<file path="config.mk">
export PLATFORM = sky130hd
export DESIGN_NAME = wb_top
export DESIGN_NICKNAME = d
export VERILOG_FILES = /design/src/common/isa_pkg.sv /design/src/common/pipe_pkg.sv /design/src/hdl/mem_wb.sv /design/src/hdl/pipe_ctrl.sv /design/src/hdl/wb_top.sv /design/src/regfile/regfile.sv
export VERILOG_INCLUDE_DIRS = /design/src /design/src/common
export SDC_FILE = /design/constraint.sdc
export NUM_CORES = 2
export LEC_CHECK = 0
export BUFFER_PORTS_ARGS = -buffer_cell sky130_fd_sc_hd__buf_2
export CAP_MARGIN = 20
export CELL_PAD_IN_SITES_DETAIL_PLACEMENT = 0
export CELL_PAD_IN_SITES_GLOBAL_PLACEMENT = 1
export CORE_ASPECT_RATIO = 2
export CORE_UTILIZATION = 56
export DETAILED_ROUTE_END_ITERATION = 10
export GPL_TIMING_DRIVEN = 0
export PLACE_DENSITY = 0.9
export SETUP_SLACK_MARGIN = 0.2
export SYNTH_ARGS = -nofsm -noshare
export SYNTH_HDL_FRONTEND = slang
export SYNTH_SLANG_ARGS = --single-unit
</file>
<file path="constraint.sdc">
create_clock -name clk -period 9.95 [get_ports clk]
set_clock_uncertainty 0.15 [all_clocks]
set_input_delay 0.4975 -clock clk [delete_from_list [all_inputs] [get_ports clk]]
set_output_delay 0.4975 -clock clk [all_outputs]
set_load 0.03 [all_outputs]
</file>
<file path="src/common/wb_defines.svh">
`ifndef WB_DEFINES_SVH
`define WB_DEFINES_SVH

// datapath width, also used for pc and instruction words
`define DATA_W 32

// general register index width
`define REG_AW 5

// number of general registers
`define NUM_REGS 32

`endif

</file>
<file path="src/common/isa_pkg.sv">
package isa_pkg;

    // exception cause raised in the memory stage
    typedef enum logic [3:0] {
        exc_none = 4'd0,
        exc_int  = 4'd1,
        exc_adel = 4'd2,
        exc_ades = 4'd3,
        exc_sys  = 4'd4,
        exc_bp   = 4'd5,
        exc_ri   = 4'd6,
        exc_ov   = 4'd7
    } except_code_t;

    // general register index
    typedef logic [4:0] reg_addr_t;

endpackage

</file>
<file path="src/common/pipe_pkg.sv">
package pipe_pkg;

    // writeback control flow
    typedef enum logic [1:0] {
        ctrl_run      = 2'd0,
        // memory stage holding both lanes
        ctrl_stall    = 2'd1,
        // one cycle after an exception, both lanes flushed
        ctrl_redirect = 2'd2
    } ctrl_state_t;

endpackage

</file>
<file path="src/hdl/mem_wb.sv">
`timescale 1ns/1ns
`include "wb_defines.svh"

module mem_wb (
    input  logic                clk,
    input  logic                reset,
    input  logic                clear1,
    input  logic                clear2,
    input  logic                ena1,
    input  logic                ena2,

    input  logic                m_master_reg_wen,
    input  isa_pkg::reg_addr_t  m_master_reg_waddr,
    input  logic [`DATA_W-1:0]  m_master_inst,
    input  logic [`DATA_W-1:0]  m_master_pc,
    input  logic [`DATA_W-1:0]  m_master_reg_wdata,

    input  logic                m_slave_reg_wen,
    input  isa_pkg::reg_addr_t  m_slave_reg_waddr,
    input  logic [`DATA_W-1:0]  m_slave_inst,
    input  logic [`DATA_W-1:0]  m_slave_pc,
    input  logic [`DATA_W-1:0]  m_slave_reg_wdata,

    output logic                w_master_reg_wen,
    output isa_pkg::reg_addr_t  w_master_reg_waddr,
    output logic [`DATA_W-1:0]  w_master_inst,
    output logic [`DATA_W-1:0]  w_master_pc,
    output logic [`DATA_W-1:0]  w_master_reg_wdata,

    output logic                w_slave_reg_wen,
    output isa_pkg::reg_addr_t  w_slave_reg_waddr,
    output logic [`DATA_W-1:0]  w_slave_inst,
    output logic [`DATA_W-1:0]  w_slave_pc,
    output logic [`DATA_W-1:0]  w_slave_reg_wdata
);

    // master lane, clear wins over enable and inserts a bubble
    always_ff @(posedge clk) begin
        if (reset || clear1) begin
            w_master_reg_wen   <= 1'b0;
            w_master_reg_waddr <= '0;
            w_master_inst      <= '0;
            w_master_pc        <= '0;
            w_master_reg_wdata <= '0;
        end else if (ena1) begin
            w_master_reg_wen   <= m_master_reg_wen;
            w_master_reg_waddr <= m_master_reg_waddr;
            w_master_inst      <= m_master_inst;
            w_master_pc        <= m_master_pc;
            w_master_reg_wdata <= m_master_reg_wdata;
        end
    end

    // slave lane
    always_ff @(posedge clk) begin
        if (reset || clear2) begin
            w_slave_reg_wen   <= 1'b0;
            w_slave_reg_waddr <= '0;
            w_slave_inst      <= '0;
            w_slave_pc        <= '0;
            w_slave_reg_wdata <= '0;
        end else if (ena2) begin
            w_slave_reg_wen   <= m_slave_reg_wen;
            w_slave_reg_waddr <= m_slave_reg_waddr;
            w_slave_inst      <= m_slave_inst;
            w_slave_pc        <= m_slave_pc;
            w_slave_reg_wdata <= m_slave_reg_wdata;
        end
    end

endmodule

</file>
<file path="src/hdl/pipe_ctrl.sv">
`timescale 1ns/1ns
`include "wb_defines.svh"

module pipe_ctrl (
    input  logic                 clk,
    input  logic                 reset,
    input  logic                 mem_stall,
    input  isa_pkg::except_code_t m_master_except,
    input  isa_pkg::except_code_t m_slave_except,
    input  logic [`DATA_W-1:0]   m_master_pc,
    input  logic [`DATA_W-1:0]   m_slave_pc,

    output logic                 ena1,
    output logic                 ena2,
    output logic                 clear1,
    output logic                 clear2,
    output logic                 except_valid,
    output isa_pkg::except_code_t except_code,
    output logic [`DATA_W-1:0]   except_pc
);

    pipe_pkg::ctrl_state_t state;
    pipe_pkg::ctrl_state_t next_state;

    logic                  take_exc;
    isa_pkg::except_code_t take_code;
    logic [`DATA_W-1:0]    take_pc;

    // lane decisions go to mem_wb in the same cycle
    always_comb begin
        ena1       = 1'b0;
        ena2       = 1'b0;
        clear1     = 1'b0;
        clear2     = 1'b0;
        take_exc   = 1'b0;
        take_code  = isa_pkg::exc_none;
        take_pc    = m_master_pc;
        next_state = state;

        if (state == pipe_pkg::ctrl_redirect) begin
            // flush whatever followed the faulting instruction
            clear1     = 1'b1;
            clear2     = 1'b1;
            next_state = pipe_pkg::ctrl_run;
        end else if (mem_stall) begin
            // hold both lanes, exceptions wait until the stall clears
            next_state = pipe_pkg::ctrl_stall;
        end else if (m_master_except != isa_pkg::exc_none) begin
            // older instruction faults, drop both
            clear1     = 1'b1;
            clear2     = 1'b1;
            take_exc   = 1'b1;
            take_code  = m_master_except;
            take_pc    = m_master_pc;
            next_state = pipe_pkg::ctrl_redirect;
        end else if (m_slave_except != isa_pkg::exc_none) begin
            // master still retires
            ena1       = 1'b1;
            clear2     = 1'b1;
            take_exc   = 1'b1;
            take_code  = m_slave_except;
            take_pc    = m_slave_pc;
            next_state = pipe_pkg::ctrl_redirect;
        end else begin
            ena1       = 1'b1;
            ena2       = 1'b1;
            next_state = pipe_pkg::ctrl_run;
        end
    end

    always_ff @(posedge clk) begin
        if (reset) begin
            state <= pipe_pkg::ctrl_run;
        end else begin
            state <= next_state;
        end
    end

    // exception report, one cycle after the decision
    always_ff @(posedge clk) begin
        if (reset) begin
            except_valid <= 1'b0;
        end else begin
            except_valid <= take_exc;
        end
    end

    always_ff @(posedge clk) begin
        if (take_exc) begin
            except_code <= take_code;
            except_pc   <= take_pc;
        end
    end

    // slave is younger, so flushing the master always flushes the slave
    clear_order_a: assert property (@(posedge clk) disable iff (reset)
        clear1 |-> clear2);

    // redirect cycle blocks a second report right behind the first
    except_pulse_a: assert property (@(posedge clk) disable iff (reset)
        except_valid |=> !except_valid);

endmodule

</file>
<file path="src/hdl/wb_top.sv">
`timescale 1ns/1ns
`include "wb_defines.svh"

module wb_top (
    input  logic                 clk,
    input  logic                 reset,
    input  logic                 mem_stall,

    input  logic                 m_master_reg_wen,
    input  isa_pkg::reg_addr_t   m_master_reg_waddr,
    input  logic [`DATA_W-1:0]   m_master_inst,
    input  logic [`DATA_W-1:0]   m_master_pc,
    input  logic [`DATA_W-1:0]   m_master_reg_wdata,
    input  isa_pkg::except_code_t m_master_except,

    input  logic                 m_slave_reg_wen,
    input  isa_pkg::reg_addr_t   m_slave_reg_waddr,
    input  logic [`DATA_W-1:0]   m_slave_inst,
    input  logic [`DATA_W-1:0]   m_slave_pc,
    input  logic [`DATA_W-1:0]   m_slave_reg_wdata,
    input  isa_pkg::except_code_t m_slave_except,

    input  isa_pkg::reg_addr_t   ra_m1,
    input  isa_pkg::reg_addr_t   ra_m2,
    input  isa_pkg::reg_addr_t   ra_s1,
    input  isa_pkg::reg_addr_t   ra_s2,

    output logic [`DATA_W-1:0]   rd_m1,
    output logic [`DATA_W-1:0]   rd_m2,
    output logic [`DATA_W-1:0]   rd_s1,
    output logic [`DATA_W-1:0]   rd_s2,

    output logic                 except_valid,
    output isa_pkg::except_code_t except_code,
    output logic [`DATA_W-1:0]   except_pc,

    output logic [`DATA_W-1:0]   w_master_pc,
    output logic [`DATA_W-1:0]   w_slave_pc,
    output logic [`DATA_W-1:0]   w_master_inst,
    output logic [`DATA_W-1:0]   w_slave_inst
);

    logic ena1;
    logic ena2;
    logic clear1;
    logic clear2;

    // writeback stage commit signals
    logic               w_master_reg_wen;
    isa_pkg::reg_addr_t w_master_reg_waddr;
    logic [`DATA_W-1:0] w_master_reg_wdata;
    logic               w_slave_reg_wen;
    isa_pkg::reg_addr_t w_slave_reg_waddr;
    logic [`DATA_W-1:0] w_slave_reg_wdata;

    pipe_ctrl u_pipe_ctrl (
        .clk             (clk),
        .reset           (reset),
        .mem_stall       (mem_stall),
        .m_master_except (m_master_except),
        .m_slave_except  (m_slave_except),
        .m_master_pc     (m_master_pc),
        .m_slave_pc      (m_slave_pc),
        .ena1            (ena1),
        .ena2            (ena2),
        .clear1          (clear1),
        .clear2          (clear2),
        .except_valid    (except_valid),
        .except_code     (except_code),
        .except_pc       (except_pc)
    );

    mem_wb u_mem_wb (
        .clk                (clk),
        .reset              (reset),
        .clear1             (clear1),
        .clear2             (clear2),
        .ena1               (ena1),
        .ena2               (ena2),
        .m_master_reg_wen   (m_master_reg_wen),
        .m_master_reg_waddr (m_master_reg_waddr),
        .m_master_inst      (m_master_inst),
        .m_master_pc        (m_master_pc),
        .m_master_reg_wdata (m_master_reg_wdata),
        .m_slave_reg_wen    (m_slave_reg_wen),
        .m_slave_reg_waddr  (m_slave_reg_waddr),
        .m_slave_inst       (m_slave_inst),
        .m_slave_pc         (m_slave_pc),
        .m_slave_reg_wdata  (m_slave_reg_wdata),
        .w_master_reg_wen   (w_master_reg_wen),
        .w_master_reg_waddr (w_master_reg_waddr),
        .w_master_inst      (w_master_inst),
        .w_master_pc        (w_master_pc),
        .w_master_reg_wdata (w_master_reg_wdata),
        .w_slave_reg_wen    (w_slave_reg_wen),
        .w_slave_reg_waddr  (w_slave_reg_waddr),
        .w_slave_inst       (w_slave_inst),
        .w_slave_pc         (w_slave_pc),
        .w_slave_reg_wdata  (w_slave_reg_wdata)
    );

    regfile u_regfile (
        .clk   (clk),
        .reset (reset),
        .we_m  (w_master_reg_wen),
        .wa_m  (w_master_reg_waddr),
        .wd_m  (w_master_reg_wdata),
        .we_s  (w_slave_reg_wen),
        .wa_s  (w_slave_reg_waddr),
        .wd_s  (w_slave_reg_wdata),
        .ra_m1 (ra_m1),
        .ra_m2 (ra_m2),
        .ra_s1 (ra_s1),
        .ra_s2 (ra_s2),
        .rd_m1 (rd_m1),
        .rd_m2 (rd_m2),
        .rd_s1 (rd_s1),
        .rd_s2 (rd_s2)
    );

endmodule

</file>
<file path="src/regfile/regfile.sv">
`timescale 1ns/1ns
`include "wb_defines.svh"

module regfile (
    input  logic                clk,
    input  logic                reset,

    // master write port
    input  logic                we_m,
    input  logic [`REG_AW-1:0]  wa_m,
    input  logic [`DATA_W-1:0]  wd_m,

    // slave write port
    input  logic                we_s,
    input  logic [`REG_AW-1:0]  wa_s,
    input  logic [`DATA_W-1:0]  wd_s,

    input  logic [`REG_AW-1:0]  ra_m1,
    input  logic [`REG_AW-1:0]  ra_m2,
    input  logic [`REG_AW-1:0]  ra_s1,
    input  logic [`REG_AW-1:0]  ra_s2,

    output logic [`DATA_W-1:0]  rd_m1,
    output logic [`DATA_W-1:0]  rd_m2,
    output logic [`DATA_W-1:0]  rd_s1,
    output logic [`DATA_W-1:0]  rd_s2
);

    logic [`DATA_W-1:0] regs [`NUM_REGS];

    // qualified write strobes, r0 is never written
    logic wr_m;
    logic wr_s;

    assign wr_s = we_s && (wa_s != '0);
    // slave is younger and overrides a master write to the same register
    assign wr_m = we_m && (wa_m != '0) && !(wr_s && (wa_s == wa_m));

    always_ff @(posedge clk) begin
        if (reset) begin
            for (int i = 0; i < `NUM_REGS; i++) begin
                regs[i] <= '0;
            end
        end else begin
            if (wr_m) begin
                regs[wa_m] <= wd_m;
            end
            if (wr_s) begin
                regs[wa_s] <= wd_s;
            end
        end
    end

    // read with bypass of the write in flight, slave first
    function automatic logic [`DATA_W-1:0] read_port(
        input logic [`REG_AW-1:0] ra
    );
        logic [`DATA_W-1:0] val;
        if (ra == '0) begin
            val = '0;
        end else if (wr_s && (wa_s == ra)) begin
            val = wd_s;
        end else if (wr_m && (wa_m == ra)) begin
            val = wd_m;
        end else begin
            val = regs[ra];
        end
        return val;
    endfunction

    always_comb begin
        rd_m1 = read_port(ra_m1);
        rd_m2 = read_port(ra_m2);
        rd_s1 = read_port(ra_s1);
        rd_s2 = read_port(ra_s2);
    end

    // write masking on both ports must keep r0 at zero
    r0_zero_a: assert property (@(posedge clk) disable iff (reset)
        regs[0] == '0);

endmodule

</file>
==> results of run 1 <==
-- cells in the mapped netlist, drive strengths merged (14+ instances only) --
| library cell | count | area, um^2 |
|---|---|---|
| dfxtp | 207 | 4144 |
| or2 | 51 | 319.1 |
| nand2 | 455 | 1708 |
| nand3 | 17 | 90.09 |
| o221ai | 73 | 639.4 |
| edfxtp | 1060 | 31830 |
| o22a | 73 | 639.4 |
| xor2 | 16 | 140.1 |
| a21oi | 208 | 1041 |
| a22oi | 51 | 382.9 |
| o22ai | 106 | 663.1 |
| a311oi | 51 | 446.7 |
| xnor2 | 29 | 254.0 |
| o21ai | 43 | 226.5 |
| nor3 | 26 | 304.0 |
| or3 | 31 | 193.9 |
| nand3b | 14 | 105.1 |
| mux4 | 1097 | 24710 |
| nor2 | 132 | 495.5 |
| clkbuf | 589 | 2215 |
| a22o | 992 | 8688 |
| mux2 | 36 | 405.4 |
| buf | 342 | 1683 |
| a32oi | 128 | 1121 |
| o31ai | 126 | 945.9 |
| inv | 41 | 153.9 |
-- metrics by stage --
| step | utilization | cell area [um^2] | cells | hold WS (ns) | worst slack (ns) |
|---|---|---|---|---|---|
| after floorplan | - | 84250 | 6098 | 0.3083 | 6.463 |
| after CTS | 0.6595 | 98190 | 9121 | 0.0001531 | 3.924 |
| after global placement | 0.5993 | 89230 | 8532 | 0.2893 | 2.826 |
| after detailed placement | 0.6185 | 92090 | 8692 | 0.2958 | 4.344 |
-- timing repair --
action                                  CTS
endpoints found under the hold margin   231
endpoints found under the setup margin    0
hold buffers                            208
-- routing by layer --
metal,track usage,GRT overflow
met1,0.7971,148
met2,1.028,2411
met3,0.7039,153
met4,0.9098,1169
met5,0.4537,32
-- logic make-up after synthesis --
| family | count (synthesis) | share of synthesized area |
|---|---|---|
| compound gates | 1869 | 0.1783 |
| flops | 1267 | 0.4276 |
| mux | 1141 | 0.2994 |
| buf+inv | 972 | 0.04815 |
| simple gates | 772 | 0.04183 |
| xor+xnor | 45 | 0.004684 |
| other cells | 1 | 0.00004457 |
==> impl_metrics.sql, run 1 <==
INSERT INTO impl_metrics (metric_group, metric, value, unit) VALUES
('outcome', 'status', 'stopped before the end', ''),
('outcome', 'outcome.stop_stage', 'global routing', ''),
('outcome', 'error_line', '[ERROR GRT-0116] Global routing finished with congestion. Check the congestion regions in the DRC Viewer.', ''),
('clock_network', 'cts.sink_count', '1267', ''),
('clock_network', 'cts-buffers-inserted', '117', ''),
('global_routing', 'grt_first_pass_wirelength', '913.7', 'mm'),
('place', 'gpl.final_weighted_congestion', '1.381', ''),
('logic_synthesis', 'yosysWarningCount', '0', ''),
('clock_network', 'cts_max_level', '3', ''),
('logic_synthesis', 'ys.flop_type', 'sky130_fd_sc_hd__edfxtp_1', ''),
('logic_synthesis', 'number_of_enable_type_register_cells_in_the_synthesized_netlist', '1060', ''),
('place', 'io_buffers', '515', ''),
('global_routing', 'grt_max_degree', '29', ''),
('clock_network', 'postCtsSetupRepairBufs', '0', ''),
('die', 'placement_rows', '200', ''),
('logic_synthesis', 'netlist-cell-type-count', '51', ''),
('logic_synthesis', 'share_of_synthesized_area_occupied_by_flip_flops_and_latches', '0.4276', ''),
('die', 'initial_utilization', '0.5651', ''),
('clock_network', 'cts.repair.resized', '0', ''),
('logic_synthesis', 'synthArstFlopShare', '0', ''),
('die', 'dieWidth', '276.1', 'um'),
('logic_synthesis', 'synth.avg_cell_area', '13.87', 'um^2'),
('die', 'floorplan.die.height', '550.2', 'um'),
('logic_synthesis', 'syn_inst', '6067', ''),
('global_routing', 'grtUsageTotal', '0.8484', ''),
('global_routing', 'globalRouteOverflowTotal', '3913', ''),
('logic_synthesis', 'count_of_state_elements_after_synthesis', '1267', ''),
('die', 'ios', '528', ''),
('clock_network', 'root_buffer', 'sky130_fd_sc_hd__clkbuf_16', ''),
('global_routing', 'via_count_of_the_first_global_routing_pass', '95960', ''),
('place', 'detailed_place_hpwl', '423.0', 'mm'),
('logic_synthesis', 'post_synth_instance_area', '84130', 'um^2'),
('clock_network', 'cts_buffer_depth', '3', '');
==> run 2: changes to the inputs <==
Settings changed: CELL_PAD_IN_SITES_DETAIL_PLACEMENT 0 to default, CELL_PAD_IN_SITES_GLOBAL_PLACEMENT 1 to default, CORE_ASPECT_RATIO 2 to default, CORE_UTILIZATION 56 to 40, PLACE_DENSITY 0.9 to default, PLACE_DENSITY_LB_ADDON from default to 0.15, SETUP_SLACK_MARGIN 0.2 to default.
==> impl_metrics.sql, run 2 <==
INSERT INTO impl_metrics (metric_group, metric, value, unit) VALUES
('setup_path', 'worst_setup_path_start_kind', 'input port', ''),
('detailed_routing', 'first_pass_iters', '7', ''),
('logic_synthesis', 'synth.avg_cell_area', '13.87', 'um^2'),
('clock_network', 'root_buffer', 'sky130_fd_sc_hd__clkbuf_16', ''),
('clock_network', 'cts-buffers-inserted', '158', ''),
('die', 'initial_utilization', '0.4043', ''),
('cells_and_area', 'post_layout_nets', '7385', ''),
('die', 'floorplan.die_area', '212200', 'um^2'),
('cells_and_area', 'multi_input_logic_area', '44380', 'um^2'),
('clock_network', 'clock_tree_from_tritoncts', 'built', ''),
('setup_path', 'crit_path_max_incr_delay', '1.06', 'ns'),
('clock_network', 'cts.sink_count', '1267', ''),
('timing', 'finalHoldViolations', '0', ''),
('pwr', 'power_leakage', '34.56', 'nW'),
('setup_path', 'critPathRequiredTime', '9.30', 'ns'),
('global_routing', 'via_count_of_the_first_global_routing_pass', '74240', ''),
('job', 'drv_cap', '0', ''),
('setup_path', 'crit_chain', 'clkbuf_1 > nor2_2 > nand2_1 > clkbuf_1 > clkbuf_1 > o221ai_1 > o31ai_1 > buf_2', ''),
('cells_and_area', 'layout.cells.most_common_list', 'sky130_fd_sc_hd__mux4_2, sky130_fd_sc_hd__edfxtp_1, sky130_fd_sc_hd__a22o_1, sky130_fd_sc_hd__buf_2, sky130_fd_sc_hd__clkbuf_1', ''),
('logic_synthesis', 'post_synth_instance_area', '84130', 'um^2'),
('timing', 'hold_slack_final', '0.08379', 'ns'),
('global_routing', 'grt_antenna_before_repair', '46', ''),
('global_routing', 'grt_first_pass_wirelength', '729.6', 'mm'),
('cells_and_area', 'seqCellArea', '35970', 'um^2'),
('setup_path', 'cp.arrival', '5.78', 'ns'),
('timing', 'worst_slew_pin_slew', '1.352', 'ns'),
('logic_synthesis', 'syn_inst', '6067', ''),
('cells_and_area', 'register_with_the_most_flip_flops', 'u_regfile.regs', ''),
('logic_synthesis', 'netlist-cell-type-count', '51', ''),
('setup_path', 'crit_path_end_kind', 'output pin', ''),
('timing', 'max_freq', '155.7', 'MHz'),
('setup_path', 'cp_slowest_cell', 'sky130_fd_sc_hd__o31ai_1', ''),
('die', 'ios', '528', ''),
('cells_and_area', 'areaGrowthSynthToFinish', '19.44', '%'),
('clock_network', 'cts_buffer_depth', '3', ''),
('logic_synthesis', 'ys_top_cells_by_area', 'sky130_fd_sc_hd__edfxtp_1, sky130_fd_sc_hd__mux4_2, sky130_fd_sc_hd__a22o_1', ''),
('detailed_routing', 'maxUsedRoutingLayer', 'met5', ''),
('place', 'dp.cells', '9542', ''),
('die', 'floorplan.die.height', '460.6', 'um'),
('cells_and_area', 'post_route_cells_drive_above_1_share', '0.3410', ''),
('logic_synthesis', 'number_of_enable_type_register_cells_in_the_synthesized_netlist', '1060', ''),
('logic_synthesis', 'count_of_state_elements_after_synthesis', '1267', ''),
('global_routing', 'grtUsageTotal', '0.5348', ''),
('die', 'design.core.area', '208100', 'um^2'),
('timing', 'final_count_of_pins_violating_max_slew', '0', ''),
('timing', 'final_setup_tns', '0', 'ns'),
('setup_path', 'timing.critical_path.fanout_max', '10', ''),
('detailed_routing', 'dr_total_vias', '80140', ''),
('clock_network', 'clk_pin_slew_worst_paths', '0.06', 'ns'),
('detailed_routing', 'drt-initial-drc-count', '15320', ''),
('logic_synthesis', 'synth_largest_area_cell', 'sky130_fd_sc_hd__edfxtp_1', ''),
('timing', 'finalCriticalPeriod', '6.424', 'ns'),
('place', 'detailed_place_hpwl', '451.4', 'mm'),
('detailed_routing', 'antenna_violating_nets_post_route', '0', ''),
('pwr', 'peakVddDrop', '0.2215', 'mV'),
('die', 'placement_rows', '167', ''),
('cells_and_area', 'largest_reg_flops', '1024', ''),
('detailed_routing', 'post_detailed_route_via_to_cell_ratio', '7.923', ''),
('logic_synthesis', 'synth_top_cell_area_share', '0.3783', ''),
('global_routing', 'globalRouteOverflowTotal', '0', ''),
('detailed_routing', 'post_drt_wl_per_cell', '56.84', 'um'),
('detailed_routing', 'routedLengthMet1', '183.6', 'mm'),
('place', 'gpl.final_weighted_congestion', '1.089', ''),
('detailed_routing', 'finalWirelength', '574.9', 'mm'),
('global_routing', 'grt_max_degree', '33', ''),
('hold_path', 'worst_hold_path_type', 'in2reg', ''),
('logic_synthesis', 'synth_commonest_cells', 'sky130_fd_sc_hd__mux4_2, sky130_fd_sc_hd__edfxtp_1, sky130_fd_sc_hd__a22o_1', ''),
('cells_and_area', 'fillerInstances', '18570', ''),
('outcome', 'status', 'finished clean', ''),
('setup_path', 'setup.worst_path.class', 'in2out', ''),
('cells_and_area', 'instances_no_fill', '10120', ''),
('timing', 'max_slew_margin', '0.08900', ''),
('detailed_routing', 'detail_route.drc_violations', '0', ''),
('die', 'dieWidth', '460.6', 'um'),
('setup_path', 'crit_top_cell', 'sky130_fd_sc_hd__clkbuf_1', ''),
('clock_network', 'postCtsSetupRepairBufs', '0', ''),
('detailed_routing', 'met2_length', '234.9', 'mm'),
('cells_and_area', 'layout_commonest_cell', 'sky130_fd_sc_hd__mux4_2', ''),
('timing', 'finalSetupViolCount', '0', ''),
('detailed_routing', 'dr_wl_met3', '82.45', 'mm'),
('logic_synthesis', 'share_of_synthesized_area_occupied_by_flip_flops_and_latches', '0.4276', ''),
('pwr', 'power.density', '150.4', 'nW/um^2'),
('clock_network', 'cts_max_level', '4', ''),
('logic_synthesis', 'synthArstFlopShare', '0', ''),
('logic_synthesis', 'ys.flop_type', 'sky130_fd_sc_hd__edfxtp_1', ''),
('pwr', 'total_power', '15.11', 'mW'),
('place', 'io_buffers', '515', ''),
('clock_network', 'insertion_delay', '0.92', 'ns'),
('timing', 'rsz0062_at_grt', 'no', ''),
('logic_synthesis', 'yosysWarningCount', '0', ''),
('logic_synthesis', 'yosys.cell_count.top_type', 'sky130_fd_sc_hd__mux4_2', ''),
('timing', 'layout_worst_path_cycle_share', '0.6456', ''),
('clock_network', 'cts.repair.resized', '0', '');
==> run 2: cell counts after synthesis <==
No cell type changed its count.
==> run 2: logic make-up after synthesis <==
family | synth area share
XOR/XNOR | 0.004684
AND/OR/NAND/NOR | 0.04183
buffers and inverters | 0.04815
AO/OA/AOI/OAI | 0.1783
multiplexers | 0.2994
flip-flops | 0.4276
other | 0.00004457
==> run 2: layout make-up <==
type | count | share of cell area
multi-input combinational | 3859 | 0.4416
antenna | 46 | 0.001145
timing repair buffer | 892 | 0.07210
clock buffer | 224 | 0.04364
sequential | 1267 | 0.3580
tap | 2788 | 0.03471
buffer | 931 | 0.03938
clock inverter | 67 | 0.007894
inverter | 41 | 0.001531
==> run 2: worst max-delay path: cells and delay by family <==
family                 cells  cell delay (ns)
AO/OA/AOI/OAI              2             1.48
AND/OR/NAND/NOR            2             0.88
buffers and inverters      4             2.86
==> run 2: routing by layer <==
metal	vias to the layer above	track usage
met1	40840	0.5909
met3	2585	0.2353
met5	-	0.009644
met2	8666	0.7451
li1	28020	-
met4	26	0.5481
==> run 2: final timing paths <==
kind,slack (ns),from,end,depth (start not counted)
worst min register to register,0.30,u_mem_wb.w_master_inst[18],u_mem_wb.w_master_inst[18],2
worst max register to register,5.43,u_mem_wb.w_slave_reg_waddr[1],u_regfile.regs[3][30],5
worst max-delay path,3.53,ra_m2[3],rd_m2[14],8
worst min-delay path,0.08,m_master_except[1],u_pipe_ctrl.except_code[1],3
==> run 2: report_power, final <==
group	total [mW]	switching, mW	leakage (nW)	internal [mW]
Clock	6.04	2.65	2.53	3.38
Combinational	2.99	1.96	19.5	1.03
Sequential	6.09	0.179	12.5	5.91
==> run 2: metrics by stage <==
stage	area, um^2	setup WS, ns	utilization
2_1_floorplan	84250	6.463	-
3_3_place_gp	90320	2.458	0.4340
3_5_place_dp	92720	3.846	0.4455
4_1_cts	100000	3.848	0.4806
5_1_grt	100400	3.923	0.4824
6_report	100500	3.526	0.4829
==> run 2: repair_timing <==
item,in CTS,in global routing
endpoints found under the hold margin,240,0
hold buffers,211,0
endpoints found under the setup margin,0,0
(Power assumes the default switching activity.)
